**config.mk**
```make
export PLATFORM = sky130hd
export DESIGN_NAME = tlk2711_test_top
export DESIGN_NICKNAME = d
export VERILOG_FILES = /design/src/logic/tlk_pkg.sv /design/src/logic/tlk_ctrl_if.sv /design/src/logic/tlk_apb_regs.sv /design/src/logic/tlk_tx_gen.sv /design/src/logic/tlk_rx_check.sv /design/src/logic/tlk2711_test_top.sv
export SDC_FILE = /design/constraint.sdc
export NUM_CORES = 1
export LEC_CHECK = 0
export BUFFER_PORTS_ARGS = -buffer_cell sky130_fd_sc_hd__clkbuf_2
export CORE_MARGIN = 5
export CORE_UTILIZATION = 60
export DETAILED_ROUTE_END_ITERATION = 10
export HOLD_SLACK_MARGIN = 0.03
export PLACE_DENSITY = 0.82
export SYNTH_ARGS = -nofsm -noshare
export SYNTH_HDL_FRONTEND = slang
export SYNTH_HIERARCHICAL = 1
export SYNTH_SLANG_ARGS = --single-unit
```
**constraint.sdc**
```tcl
create_clock -name sys_clk_50 -period 3.3 [get_ports sys_clk_50]
set_input_delay 0.66 -clock sys_clk_50 [delete_from_list [all_inputs] [get_ports sys_clk_50]]
set_output_delay 0.66 -clock sys_clk_50 [all_outputs]
set_load 0.01 [all_outputs]
```
**src/logic/tlk_pkg.sv**
```systemverilog
`default_nettype none

package tlk_pkg;

    typedef logic [15:0] tlk_word_t;   // parallel serdes word
    typedef logic [4:0]  apb_addr_t;
    typedef logic [31:0] apb_data_t;
    typedef logic [31:0] cnt_t;

    typedef enum logic [2:0] {
        MODE_IDLE    = 3'd0,
        MODE_COUNT   = 3'd1,
        MODE_PRBS    = 3'd2,
        MODE_FIXED   = 3'd3,
        MODE_DEVPRBS = 3'd4
    } tlk_mode_t;

    typedef enum logic [1:0] {
        TX_IDLE,
        TX_SYNC,
        TX_DATA
    } tx_state_t;

    typedef enum logic {
        RX_HUNT,
        RX_LOCKED
    } rx_state_t;

    localparam apb_addr_t REG_CTRL    = 5'h00;
    localparam apb_addr_t REG_PATTERN = 5'h04;
    localparam apb_addr_t REG_STATUS  = 5'h08;
    localparam apb_addr_t REG_WORDS   = 5'h0C;
    localparam apb_addr_t REG_ERRS    = 5'h10;

    localparam tlk_word_t K_COMMA   = 16'hBCBC;  // K28.5 in both bytes
    localparam tlk_word_t PRBS_SEED = 16'hACE1;

    // modes that put real data on the bus
    function automatic logic mode_has_data(tlk_mode_t mode);
        return (mode == MODE_COUNT) || (mode == MODE_PRBS) || (mode == MODE_FIXED);
    endfunction

    // first data word after the sync comma
    function automatic tlk_word_t seed_word(tlk_mode_t mode, tlk_word_t pattern);
        case (mode)
            MODE_COUNT: return 16'h0000;
            MODE_PRBS:  return PRBS_SEED;
            MODE_FIXED: return pattern;
            default:    return K_COMMA;
        endcase
    endfunction

    function automatic tlk_word_t next_word(tlk_mode_t mode, tlk_word_t cur,
                                            tlk_word_t pattern);
        case (mode)
            MODE_COUNT: return cur + 16'd1;
            // taps 16 15 13 4
            MODE_PRBS:  return {cur[14:0], cur[15] ^ cur[14] ^ cur[12] ^ cur[3]};
            MODE_FIXED: return pattern;
            default:    return K_COMMA;
        endcase
    endfunction

endpackage

`default_nettype wire

```
**src/logic/tlk_ctrl_if.sv**
```systemverilog
`timescale 1ns/1ns
`default_nettype none

interface tlk_ctrl_if import tlk_pkg::*; ();

    logic      start;     // one-cycle pulses from regs
    logic      stop;
    logic      clr;
    tlk_mode_t mode;
    tlk_word_t pattern;

    logic      running;   // from generator
    logic      stop_ack;

    logic      locked;    // from checker
    cnt_t      word_cnt;
    cnt_t      err_cnt;

    modport regs (
        output start, stop, clr, mode, pattern,
        input  running, stop_ack, locked, word_cnt, err_cnt
    );

    modport tx (
        input  start, stop, mode, pattern,
        output running, stop_ack
    );

    modport rx (
        input  clr, mode, pattern,
        output locked, word_cnt, err_cnt
    );

endinterface

`default_nettype wire

```
**src/logic/tlk_apb_regs.sv**
```systemverilog
`timescale 1ns/1ns
`default_nettype none

module tlk_apb_regs import tlk_pkg::*; #(
    parameter int PWRUP_CYCLES = 200
) (
    input  wire logic      i_clk,
    input  wire logic      i_rstn,
    input  wire logic      i_psel,
    input  wire logic      i_penable,
    input  wire logic      i_pwrite,
    input  wire apb_addr_t i_paddr,
    input  wire apb_data_t i_pwdata,
    output apb_data_t      o_prdata,
    output logic           o_pready,
    output logic           o_pslverr,
    output logic           o_loopen,
    output logic           o_enable,
    output logic           o_lckrefn,
    tlk_ctrl_if.regs       ctrl
);

    localparam int PWR_W = $clog2(PWRUP_CYCLES + 1);
    localparam logic [PWR_W-1:0] PWR_LAST = PWR_W'(PWRUP_CYCLES);

    logic [PWR_W-1:0] pwr_cnt;
    logic             phy_ready;
    logic             access;
    logic             wr_en;
    logic             wr_ctrl;
    logic             addr_ok;
    tlk_mode_t        mode_q;
    tlk_word_t        pattern_q;
    logic             loopen_q;
    logic             ack_sticky;
    logic             start_q;
    logic             stop_q;
    logic             clr_q;

    // power-up hold of the transceiver, saturates at PWR_LAST
    always_ff @(posedge i_clk) begin
        if (!i_rstn) begin
            pwr_cnt <= '0;
        end else if (!phy_ready) begin
            pwr_cnt <= pwr_cnt + 1'b1;
        end
    end

    assign phy_ready = (pwr_cnt == PWR_LAST);
    assign o_enable  = phy_ready;
    assign o_lckrefn = phy_ready;

    assign access  = i_psel && i_penable;  // zero-wait access phase
    assign wr_en   = access && i_pwrite;
    assign wr_ctrl = wr_en && (i_paddr == REG_CTRL);

    always_comb begin
        case (i_paddr)
            REG_CTRL, REG_PATTERN, REG_STATUS, REG_WORDS, REG_ERRS: addr_ok = 1'b1;
            default: addr_ok = 1'b0;
        endcase
    end

    assign o_pready  = 1'b1;
    assign o_pslverr = access && (!addr_ok || (i_pwrite && i_paddr == REG_STATUS));

    always_comb begin
        case (i_paddr)
            REG_CTRL:    o_prdata = {25'd0, mode_q, 1'b0, loopen_q, 2'b00};
            REG_PATTERN: o_prdata = {16'd0, pattern_q};
            REG_STATUS:  o_prdata = {28'd0, phy_ready, ctrl.locked, ack_sticky, ctrl.running};
            REG_WORDS:   o_prdata = ctrl.word_cnt;
            REG_ERRS:    o_prdata = ctrl.err_cnt;
            default:     o_prdata = '0;
        endcase
    end

    always_ff @(posedge i_clk) begin
        if (!i_rstn) begin
            mode_q     <= MODE_IDLE;
            pattern_q  <= '0;
            loopen_q   <= 1'b0;
            start_q    <= 1'b0;
            stop_q     <= 1'b0;
            clr_q      <= 1'b0;
            ack_sticky <= 1'b0;
        end else begin
            start_q <= wr_ctrl && i_pwdata[0] && phy_ready;  // no start before phy up
            stop_q  <= wr_ctrl && i_pwdata[1];
            clr_q   <= wr_en && (i_paddr == REG_ERRS);
            if (wr_ctrl) begin
                loopen_q <= i_pwdata[2];
                if (!ctrl.running) begin
                    mode_q <= tlk_mode_t'(i_pwdata[6:4]);
                end
            end
            if (wr_en && (i_paddr == REG_PATTERN)) begin
                pattern_q <= i_pwdata[15:0];
            end
            if (start_q) begin
                ack_sticky <= 1'b0;
            end else if (ctrl.stop_ack) begin
                ack_sticky <= 1'b1;
            end
        end
    end

    assign ctrl.start   = start_q;
    assign ctrl.stop    = stop_q;
    assign ctrl.clr     = clr_q;
    assign ctrl.mode    = mode_q;
    assign ctrl.pattern = pattern_q;
    assign o_loopen     = loopen_q;

endmodule

`default_nettype wire

```
**src/logic/tlk_tx_gen.sv**
```systemverilog
`timescale 1ns/1ns
`default_nettype none

module tlk_tx_gen import tlk_pkg::*; (
    input  wire logic i_clk,
    input  wire logic i_rstn,
    tlk_ctrl_if.tx    ctrl,
    output tlk_word_t o_txd,
    output logic      o_tkmsb,
    output logic      o_tklsb,
    output logic      o_prbsen
);

    tx_state_t state_q;
    tlk_mode_t mode_q;      // mode latched at start
    tlk_word_t txd_q;
    logic      k_q;         // both K flags move together
    logic      stop_ack_q;
    logic      running;

    assign running = (state_q != TX_IDLE);

    always_ff @(posedge i_clk) begin
        if (!i_rstn) begin
            state_q    <= TX_IDLE;
            mode_q     <= MODE_IDLE;
            txd_q      <= K_COMMA;
            k_q        <= 1'b1;
            stop_ack_q <= 1'b0;
        end else begin
            stop_ack_q <= 1'b0;
            case (state_q)
                TX_IDLE: begin
                    txd_q <= K_COMMA;
                    k_q   <= 1'b1;
                    if (ctrl.stop) begin
                        stop_ack_q <= 1'b1;      // ack even when already idle
                    end else if (ctrl.start) begin
                        state_q <= TX_SYNC;
                        mode_q  <= ctrl.mode;
                    end
                end
                TX_SYNC: begin
                    if (ctrl.stop) begin
                        state_q    <= TX_IDLE;
                        stop_ack_q <= 1'b1;
                    end else begin
                        state_q <= TX_DATA;
                        txd_q   <= seed_word(mode_q, ctrl.pattern);
                        k_q     <= !mode_has_data(mode_q);
                    end
                end
                TX_DATA: begin
                    if (ctrl.stop) begin
                        state_q    <= TX_IDLE;
                        txd_q      <= K_COMMA;
                        k_q        <= 1'b1;
                        stop_ack_q <= 1'b1;
                    end else begin
                        // one word per cycle, no back-pressure
                        txd_q <= next_word(mode_q, txd_q, ctrl.pattern);
                        k_q   <= !mode_has_data(mode_q);
                    end
                end
                default: begin
                    state_q <= TX_IDLE;
                    txd_q   <= K_COMMA;
                    k_q     <= 1'b1;
                end
            endcase
        end
    end

    assign o_txd    = txd_q;
    assign o_tkmsb  = k_q;
    assign o_tklsb  = k_q;
    assign o_prbsen = running && (mode_q == MODE_DEVPRBS);  // device-internal PRBS

    assign ctrl.running  = running;
    assign ctrl.stop_ack = stop_ack_q;

endmodule

`default_nettype wire

```
**src/logic/tlk_rx_check.sv**
```systemverilog
`timescale 1ns/1ns
`default_nettype none

module tlk_rx_check import tlk_pkg::*; (
    input  wire logic      i_clk,
    input  wire logic      i_rstn,
    input  wire tlk_word_t i_rxd,
    input  wire logic      i_rkmsb,
    input  wire logic      i_rklsb,
    tlk_ctrl_if.rx         ctrl
);

    tlk_word_t rxd_q;
    logic      rkm_q;
    logic      rkl_q;
    rx_state_t state_q;
    tlk_word_t exp_q;       // predicted word
    cnt_t      word_cnt_q;
    cnt_t      err_cnt_q;
    logic      is_comma;
    logic      is_data;
    logic      dev_mode;

    // one input stage on the receive bus
    always_ff @(posedge i_clk) begin
        rxd_q <= i_rxd;
    end

    always_ff @(posedge i_clk) begin
        if (!i_rstn) begin
            rkm_q <= 1'b0;
            rkl_q <= 1'b0;
        end else begin
            rkm_q <= i_rkmsb;
            rkl_q <= i_rklsb;
        end
    end

    assign is_comma = (rxd_q == K_COMMA) && rkm_q && rkl_q;
    assign is_data  = !rkm_q && !rkl_q;
    assign dev_mode = (ctrl.mode == MODE_DEVPRBS);

    // prediction runs every cycle, a comma reloads the seed
    always_ff @(posedge i_clk) begin
        if (is_comma) begin
            exp_q <= seed_word(ctrl.mode, ctrl.pattern);
        end else begin
            exp_q <= next_word(ctrl.mode, exp_q, ctrl.pattern);
        end
    end

    always_ff @(posedge i_clk) begin
        if (!i_rstn || ctrl.clr) begin
            state_q    <= RX_HUNT;
            word_cnt_q <= '0;
            err_cnt_q  <= '0;
        end else begin
            case (state_q)
                RX_HUNT: begin
                    if (is_comma && !dev_mode) begin
                        state_q <= RX_LOCKED;
                    end
                end
                RX_LOCKED: begin
                    if (dev_mode) begin
                        state_q <= RX_HUNT;       // device PRBS is not checked here
                    end else if (is_data) begin
                        if (word_cnt_q != '1) begin
                            word_cnt_q <= word_cnt_q + 1'b1;
                        end
                        if ((rxd_q != exp_q) && (err_cnt_q != '1)) begin
                            err_cnt_q <= err_cnt_q + 1'b1;
                        end
                    end
                end
                default: state_q <= RX_HUNT;
            endcase
        end
    end

    assign ctrl.locked   = (state_q == RX_LOCKED);
    assign ctrl.word_cnt = word_cnt_q;
    assign ctrl.err_cnt  = err_cnt_q;

endmodule

`default_nettype wire

```
**src/logic/tlk2711_test_top.sv**
```systemverilog
`timescale 1ns/1ns
`default_nettype none

module tlk2711_test_top import tlk_pkg::*; #(
    parameter int PWRUP_CYCLES = 200
) (
    input  wire logic      sys_clk_50,
    input  wire logic      sys_rstn,
    // apb slave
    input  wire logic      i_psel,
    input  wire logic      i_penable,
    input  wire logic      i_pwrite,
    input  wire apb_addr_t i_paddr,
    input  wire apb_data_t i_pwdata,
    output apb_data_t      o_prdata,
    output logic           o_pready,
    output logic           o_pslverr,
    // tlk2711 transmit side
    output tlk_word_t      o_tlk_txd,
    output logic           o_tlk_tkmsb,
    output logic           o_tlk_tklsb,
    output logic           o_tlk_prbsen,
    output logic           o_tlk_loopen,
    output logic           o_tlk_enable,
    output logic           o_tlk_lckrefn,
    // tlk2711 receive side, taken as synchronous to sys_clk_50
    input  wire tlk_word_t i_tlk_rxd,
    input  wire logic      i_tlk_rkmsb,
    input  wire logic      i_tlk_rklsb
);

    tlk_ctrl_if i_ctrl_if ();

    tlk_apb_regs #(
        .PWRUP_CYCLES (PWRUP_CYCLES)
    ) i_apb_regs (
        .i_clk     (sys_clk_50),
        .i_rstn    (sys_rstn),
        .i_psel    (i_psel),
        .i_penable (i_penable),
        .i_pwrite  (i_pwrite),
        .i_paddr   (i_paddr),
        .i_pwdata  (i_pwdata),
        .o_prdata  (o_prdata),
        .o_pready  (o_pready),
        .o_pslverr (o_pslverr),
        .o_loopen  (o_tlk_loopen),
        .o_enable  (o_tlk_enable),
        .o_lckrefn (o_tlk_lckrefn),
        .ctrl      (i_ctrl_if.regs)
    );

    tlk_tx_gen i_tx_gen (
        .i_clk    (sys_clk_50),
        .i_rstn   (sys_rstn),
        .ctrl     (i_ctrl_if.tx),
        .o_txd    (o_tlk_txd),
        .o_tkmsb  (o_tlk_tkmsb),
        .o_tklsb  (o_tlk_tklsb),
        .o_prbsen (o_tlk_prbsen)
    );

    tlk_rx_check i_rx_check (
        .i_clk   (sys_clk_50),
        .i_rstn  (sys_rstn),
        .i_rxd   (i_tlk_rxd),
        .i_rkmsb (i_tlk_rkmsb),
        .i_rklsb (i_tlk_rklsb),
        .ctrl    (i_ctrl_if.rx)
    );

endmodule

`default_nettype wire

```
Word level (Yosys, flattened, before mapping) --
Index checks and enable logic that the tools add are counted.
Cells by class: add/subtract/negate cells 5, multipliers 0, divide/modulo/power cells 0, order comparisons 0, eq/ne operators 23, shifts and indexed selects 0, mux-type cells 22, bitwise gates (word level) 11, reductions and logical operators 38
Operators with widths (number):
- $pmux 16 s3 | 4
- $pmux 32 s5 | 1
- $add 32x1->32 const B | 2
- $ne 32x32->1 const B | 2
- $mux 16 | 3
- $add 16x1->16 const B | 2
- $pmux 16 s2 | 1
- $eq 16x16->1 const B | 1
- $logic_and 1x1->1 | 16
- $ne 16x16->1 | 1
- $eq 3x2->1 const B | 4
- $eq 5x4->1 const B | 2
- $add 8x1->8 const B | 1
- $eq 8x8->1 const B | 1
- $mux 2 | 4
- $ne 2x2->1 const B | 4
- $reduce_and 4->1 | 2
- $eq 3x1->1 const B | 2
- $eq 3x3->1 const B | 2
- $logic_not 1->1 | 6
- $mux 1 | 6
- $pmux 2 s3 | 1
- $reduce_and 3->1 | 2
- $xor 1x1->1 | 6
- other kinds (14) | 23
Storage, ports and cells: bits in registers 154, bits in latches 0, RAM bits 0, bits in read-only memories 0, output and inout bits 56, logic and storage cells 119, memories kept 0

Longest topological paths before layout --
depth after elaboration 6, depth in mapped cells 9

By module --
The synthesis kept the hierarchy.
By module, submodules not included:
- tlk_rx_check | times used 1, cells an instance 603, area an instance 5016.1 µm²
- tlk_apb_regs | times used 1, cells an instance 247, area an instance 2034.5 µm²
- tlk_tx_gen | times used 1, cells an instance 263, area an instance 1923.1 µm²

Worst setup path after synthesis --
Ideal clock, no wire load.
path kind input port to output port, start point in i_paddr[2], end point out o_prdata[12], arrival 1.685 ns, data required time 2.640 ns, slack 0.955 ns, stages 6, path buffers 3, cell sequence and2_1 -> buf_6 -> and2_4 -> buf_6 -> buf_6 -> a221o_1
Between the ends: word-level cells in the longest chain between the ends 2, elaborated cells on any way between the ends 6
RTL lines:
- start: declaration | line tlk2711_test_top.sv:13 | input wire apb_addr_t i_paddr,
- $eq 5x5->1, or another cell as far along | line tlk_apb_regs.sv:68 | case (i_paddr)
- $pmux 32 s5 * | line tlk_apb_regs.sv:68
- end: declaration | line tlk2711_test_top.sv:15 | output apb_data_t o_prdata,
Every way passes the cells marked *; elsewhere a longest branch is shown, timed or not.

Worst setup path after layout --
start point in i_paddr[1], end point out o_prdata[9]
The elaborated chain is that of the path after synthesis.

==> results.ini <==
[status]
status=finished, final reports clean

[setup_path]
crit_path_start_kind=input port
cp-end-kind=output pin
worstPathArrival_ns=2.17
cp_max_fo=26
critPathKind=input port to output pin
required_ns=2.64

[synth]
synth_edf_count=0
syn_inst=1113
ys_types=78
syn-num-nets=1183
ys_seq_elements=154
synthArstFlopShare_pct=0
yosys_most_used_dff=dfxtp_1
seq_area_frac_synth_pct=34.4
synth_area_sq_um=8970
ys_warn_count=6
syn_avg_cell_area_sq_um=8.06

[clock_network]
cts_buffer_depth=2
clk_pin_slew_ns=0.06
h-tree-depth=4
cts.sinks=154
ctsHoldBuffers=0
cts_resized=0
tritoncts=built
numCtsBuffers=17
cts_root_buf=clkbuf_16
post-cts-setup-buffer-count=0
clk_latency_ns=0.42

[layout]
final_common_cell=dfxtp_1
antenna_cells=0
fin_area_sq_um=10000
nFillCells=1217
fin_nets=1240
most-common-layout-cells=dfxtp_1, nand2_1, clkbuf_2, nand3_1, nor2_1
synthToLayoutAreaGrowth_pct=11.8
drive_above_1_share_pct=14.6

[flow_run]
drv_cap=0

[timing]
hold_viol=0
fin_crit_sh_pct=85.8
clock_skew_ns=0.00716
slew_headroom_pct=45.3
worst_pin_slew_ns=0.819
setup_viol=0
fin_crit_ns=2.83
drv_slew=0
tns_ns=0
fmax_mhz=353
fin_ws_ns=0.470
rsz0062_at_grt=false

[place]
gp_congestion=0.933
detailed_place.area_sq_um=9430
dp_slack_ns=0.497
dp_hpwl_um=17800
portBuffers=98

[grt]
grt_overflow=0
grt_usage_pct=28.4
grt_pass1_wl_um=41500
grt_max_degree=64
first_global_vias=8158
antenna_found_initial=0

[routing]
vias=8868
drtAntennaViolNets=0
drtIter0Drc=1032
avgRoutedWirePerCell_um=18.9
remaining_drc_errors=0
totalWireLength_um=25800
drt_first_pass_iters=6
via_per_inst=6.50

[pwr]
powerDensity_nw_per_um2=402
power_mw=4.04
leakage_nw=3.66
max-vdd-ir-drop_mv=0.351

[floorplan]
placeableCoreArea_sq_um=14600
die_x_um=132
rows=44
dieArea_sq_um=17500
die_height_um=132
io_pins=116
start_util_pct=61.5

[worst_hold_path]
hold_class=input port to flop

## report_power, final
group | internal, mW | total (mW) | switching, mW
Clock | 1.26 | 2.02 | 0.757
Sequential | 1.88 | 1.89 | 0.0166
Combinational | 0.0468 | 0.127 | 0.0805
Total | 3.18 | 4.04 | 0.854
## state kept, by name, summed over array words and instances, names as in the netlist
name	flops
i_apb_regs/ctrl.clr	1
i_apb_regs/ack_sticky	1
i_rx_check/ctrl.locked	1
i_tx_gen/state_q	2
i_tx_gen/mode_q	3
i_apb_regs/ctrl.mode	3
i_rx_check/rkl_q	1
i_apb_regs/pwr_cnt	8
i_apb_regs/ctrl.pattern	16
i_apb_regs/o_loopen	1
i_apb_regs/ctrl.stop	1
i_rx_check/rkm_q	1
i_rx_check/rxd_q	16
i_tx_gen/o_tklsb	1
i_rx_check/exp_q	16
i_rx_check/ctrl.err_cnt	32
i_tx_gen/ctrl.stop_ack	1
i_tx_gen/o_txd	16
i_apb_regs/ctrl.start	1
i_rx_check/ctrl.word_cnt	32
## routing by layer
metal	part of all wire [%]	routed length [um]	vias up	track usage (%)
met5	0	0	-	0
met4	3.4	876	0	10.9
met3	7.6	1970	61	5.08
met2	47	12000	430	44.8
met1	42	11000	4179	38.8
li1	-	-	4198	-
## cell usage after synthesis (7+ instances only)
| master | count | area [sq um] |
|---|---|---|
| o21ai_0 | 54 | 270 |
| inv_1 | 23 | 86.3 |
| nand2_1 | 111 | 417 |
| xor2_1 | 52 | 455 |
| a31oi_1 | 7 | 43.8 |
| o31ai_1 | 16 | 120 |
| nor4_1 | 13 | 81.3 |
| a221o_1 | 9 | 90.1 |
| o21a_1 | 7 | 52.6 |
| and4_1 | 7 | 61.3 |
| buf_2 | 20 | 100 |
| nor2b_1 | 15 | 93.8 |
| dfxtp_1 | 154 | 3080 |
| a21oi_1 | 63 | 315 |
| ha_1 | 10 | 125 |
| xnor2_1 | 17 | 149 |
| nand3_1 | 80 | 400 |
| buf_6 | 9 | 101 |
| and2_1 | 12 | 75.1 |
| o211ai_1 | 16 | 120 |
| or3_1 | 21 | 131 |
| mux2i_1 | 25 | 250 |
| nor3_1 | 20 | 100 |
| a22o_1 | 21 | 184 |
| nand2b_1 | 11 | 68.8 |
| or4_1 | 16 | 120 |
| nor2_1 | 74 | 278 |
| nand4_1 | 47 | 294 |
| clkbuf_1 | 42 | 158 |
| nand4b_1 | 8 | 70.1 |
| and3_1 | 39 | 244 |
## cells by family after synthesis
kind of cell | synth area share (%)
other cells | 0.0418
buf+inv | 5.51
simple gates | 31.4
fa+ha+maj | 1.39
flops | 34.4
xor+xnor | 6.73
mux | 2.91
compound gates | 17.7
## worst paths after layout
kind / from / to / slack, ns / cells after the start
worst max-delay path: i_paddr[1] / o_prdata[9] / 0.47 / 6
worst min-delay path: i_tlk_rxd[10] / i_rx_check/rxd_q[10] / 0.34 / 1
worst max register to register: i_rx_check/ctrl.locked / i_rx_check/ctrl.word_cnt[12] / 0.89 / 5
worst min register to register: i_apb_regs/ctrl.start / i_apb_regs/ack_sticky / 0.47 / 1
## critical path: stages
cell      delay [ns]
clkbuf_2        0.15
nor4_4          0.49
and2_1          0.19
buf_4           0.28
a221o_1         0.25
clkbuf_2        0.15
## area by class of cell
type / instances / area (sq um) / area share [%]
multi-input cells: 858 / 5400 / 53.9
flip-flops and latches: 154 / 3080 / 30.7
repair buffers: 116 / 626 / 6.24
clock buffers: 23 / 488 / 4.86
well taps: 184 / 230 / 2.29
clock inverters: 7 / 115 / 1.15
inverters: 23 / 86.3 / 0.861
## metrics by stage
step | std cells | hold WS (ns) | utilization [%]
after floorplan | 1113 | 0.424 | -
after global placement | 1335 | 0.441 | 64.6
after detailed placement | 1335 | 0.452 | 64.6
after CTS | 1365 | 0.328 | 68.8
after global routing | 1365 | 0.327 | 68.8
final | 1365 | 0.336 | 68.8
Power figures use the tool's default switching activity.
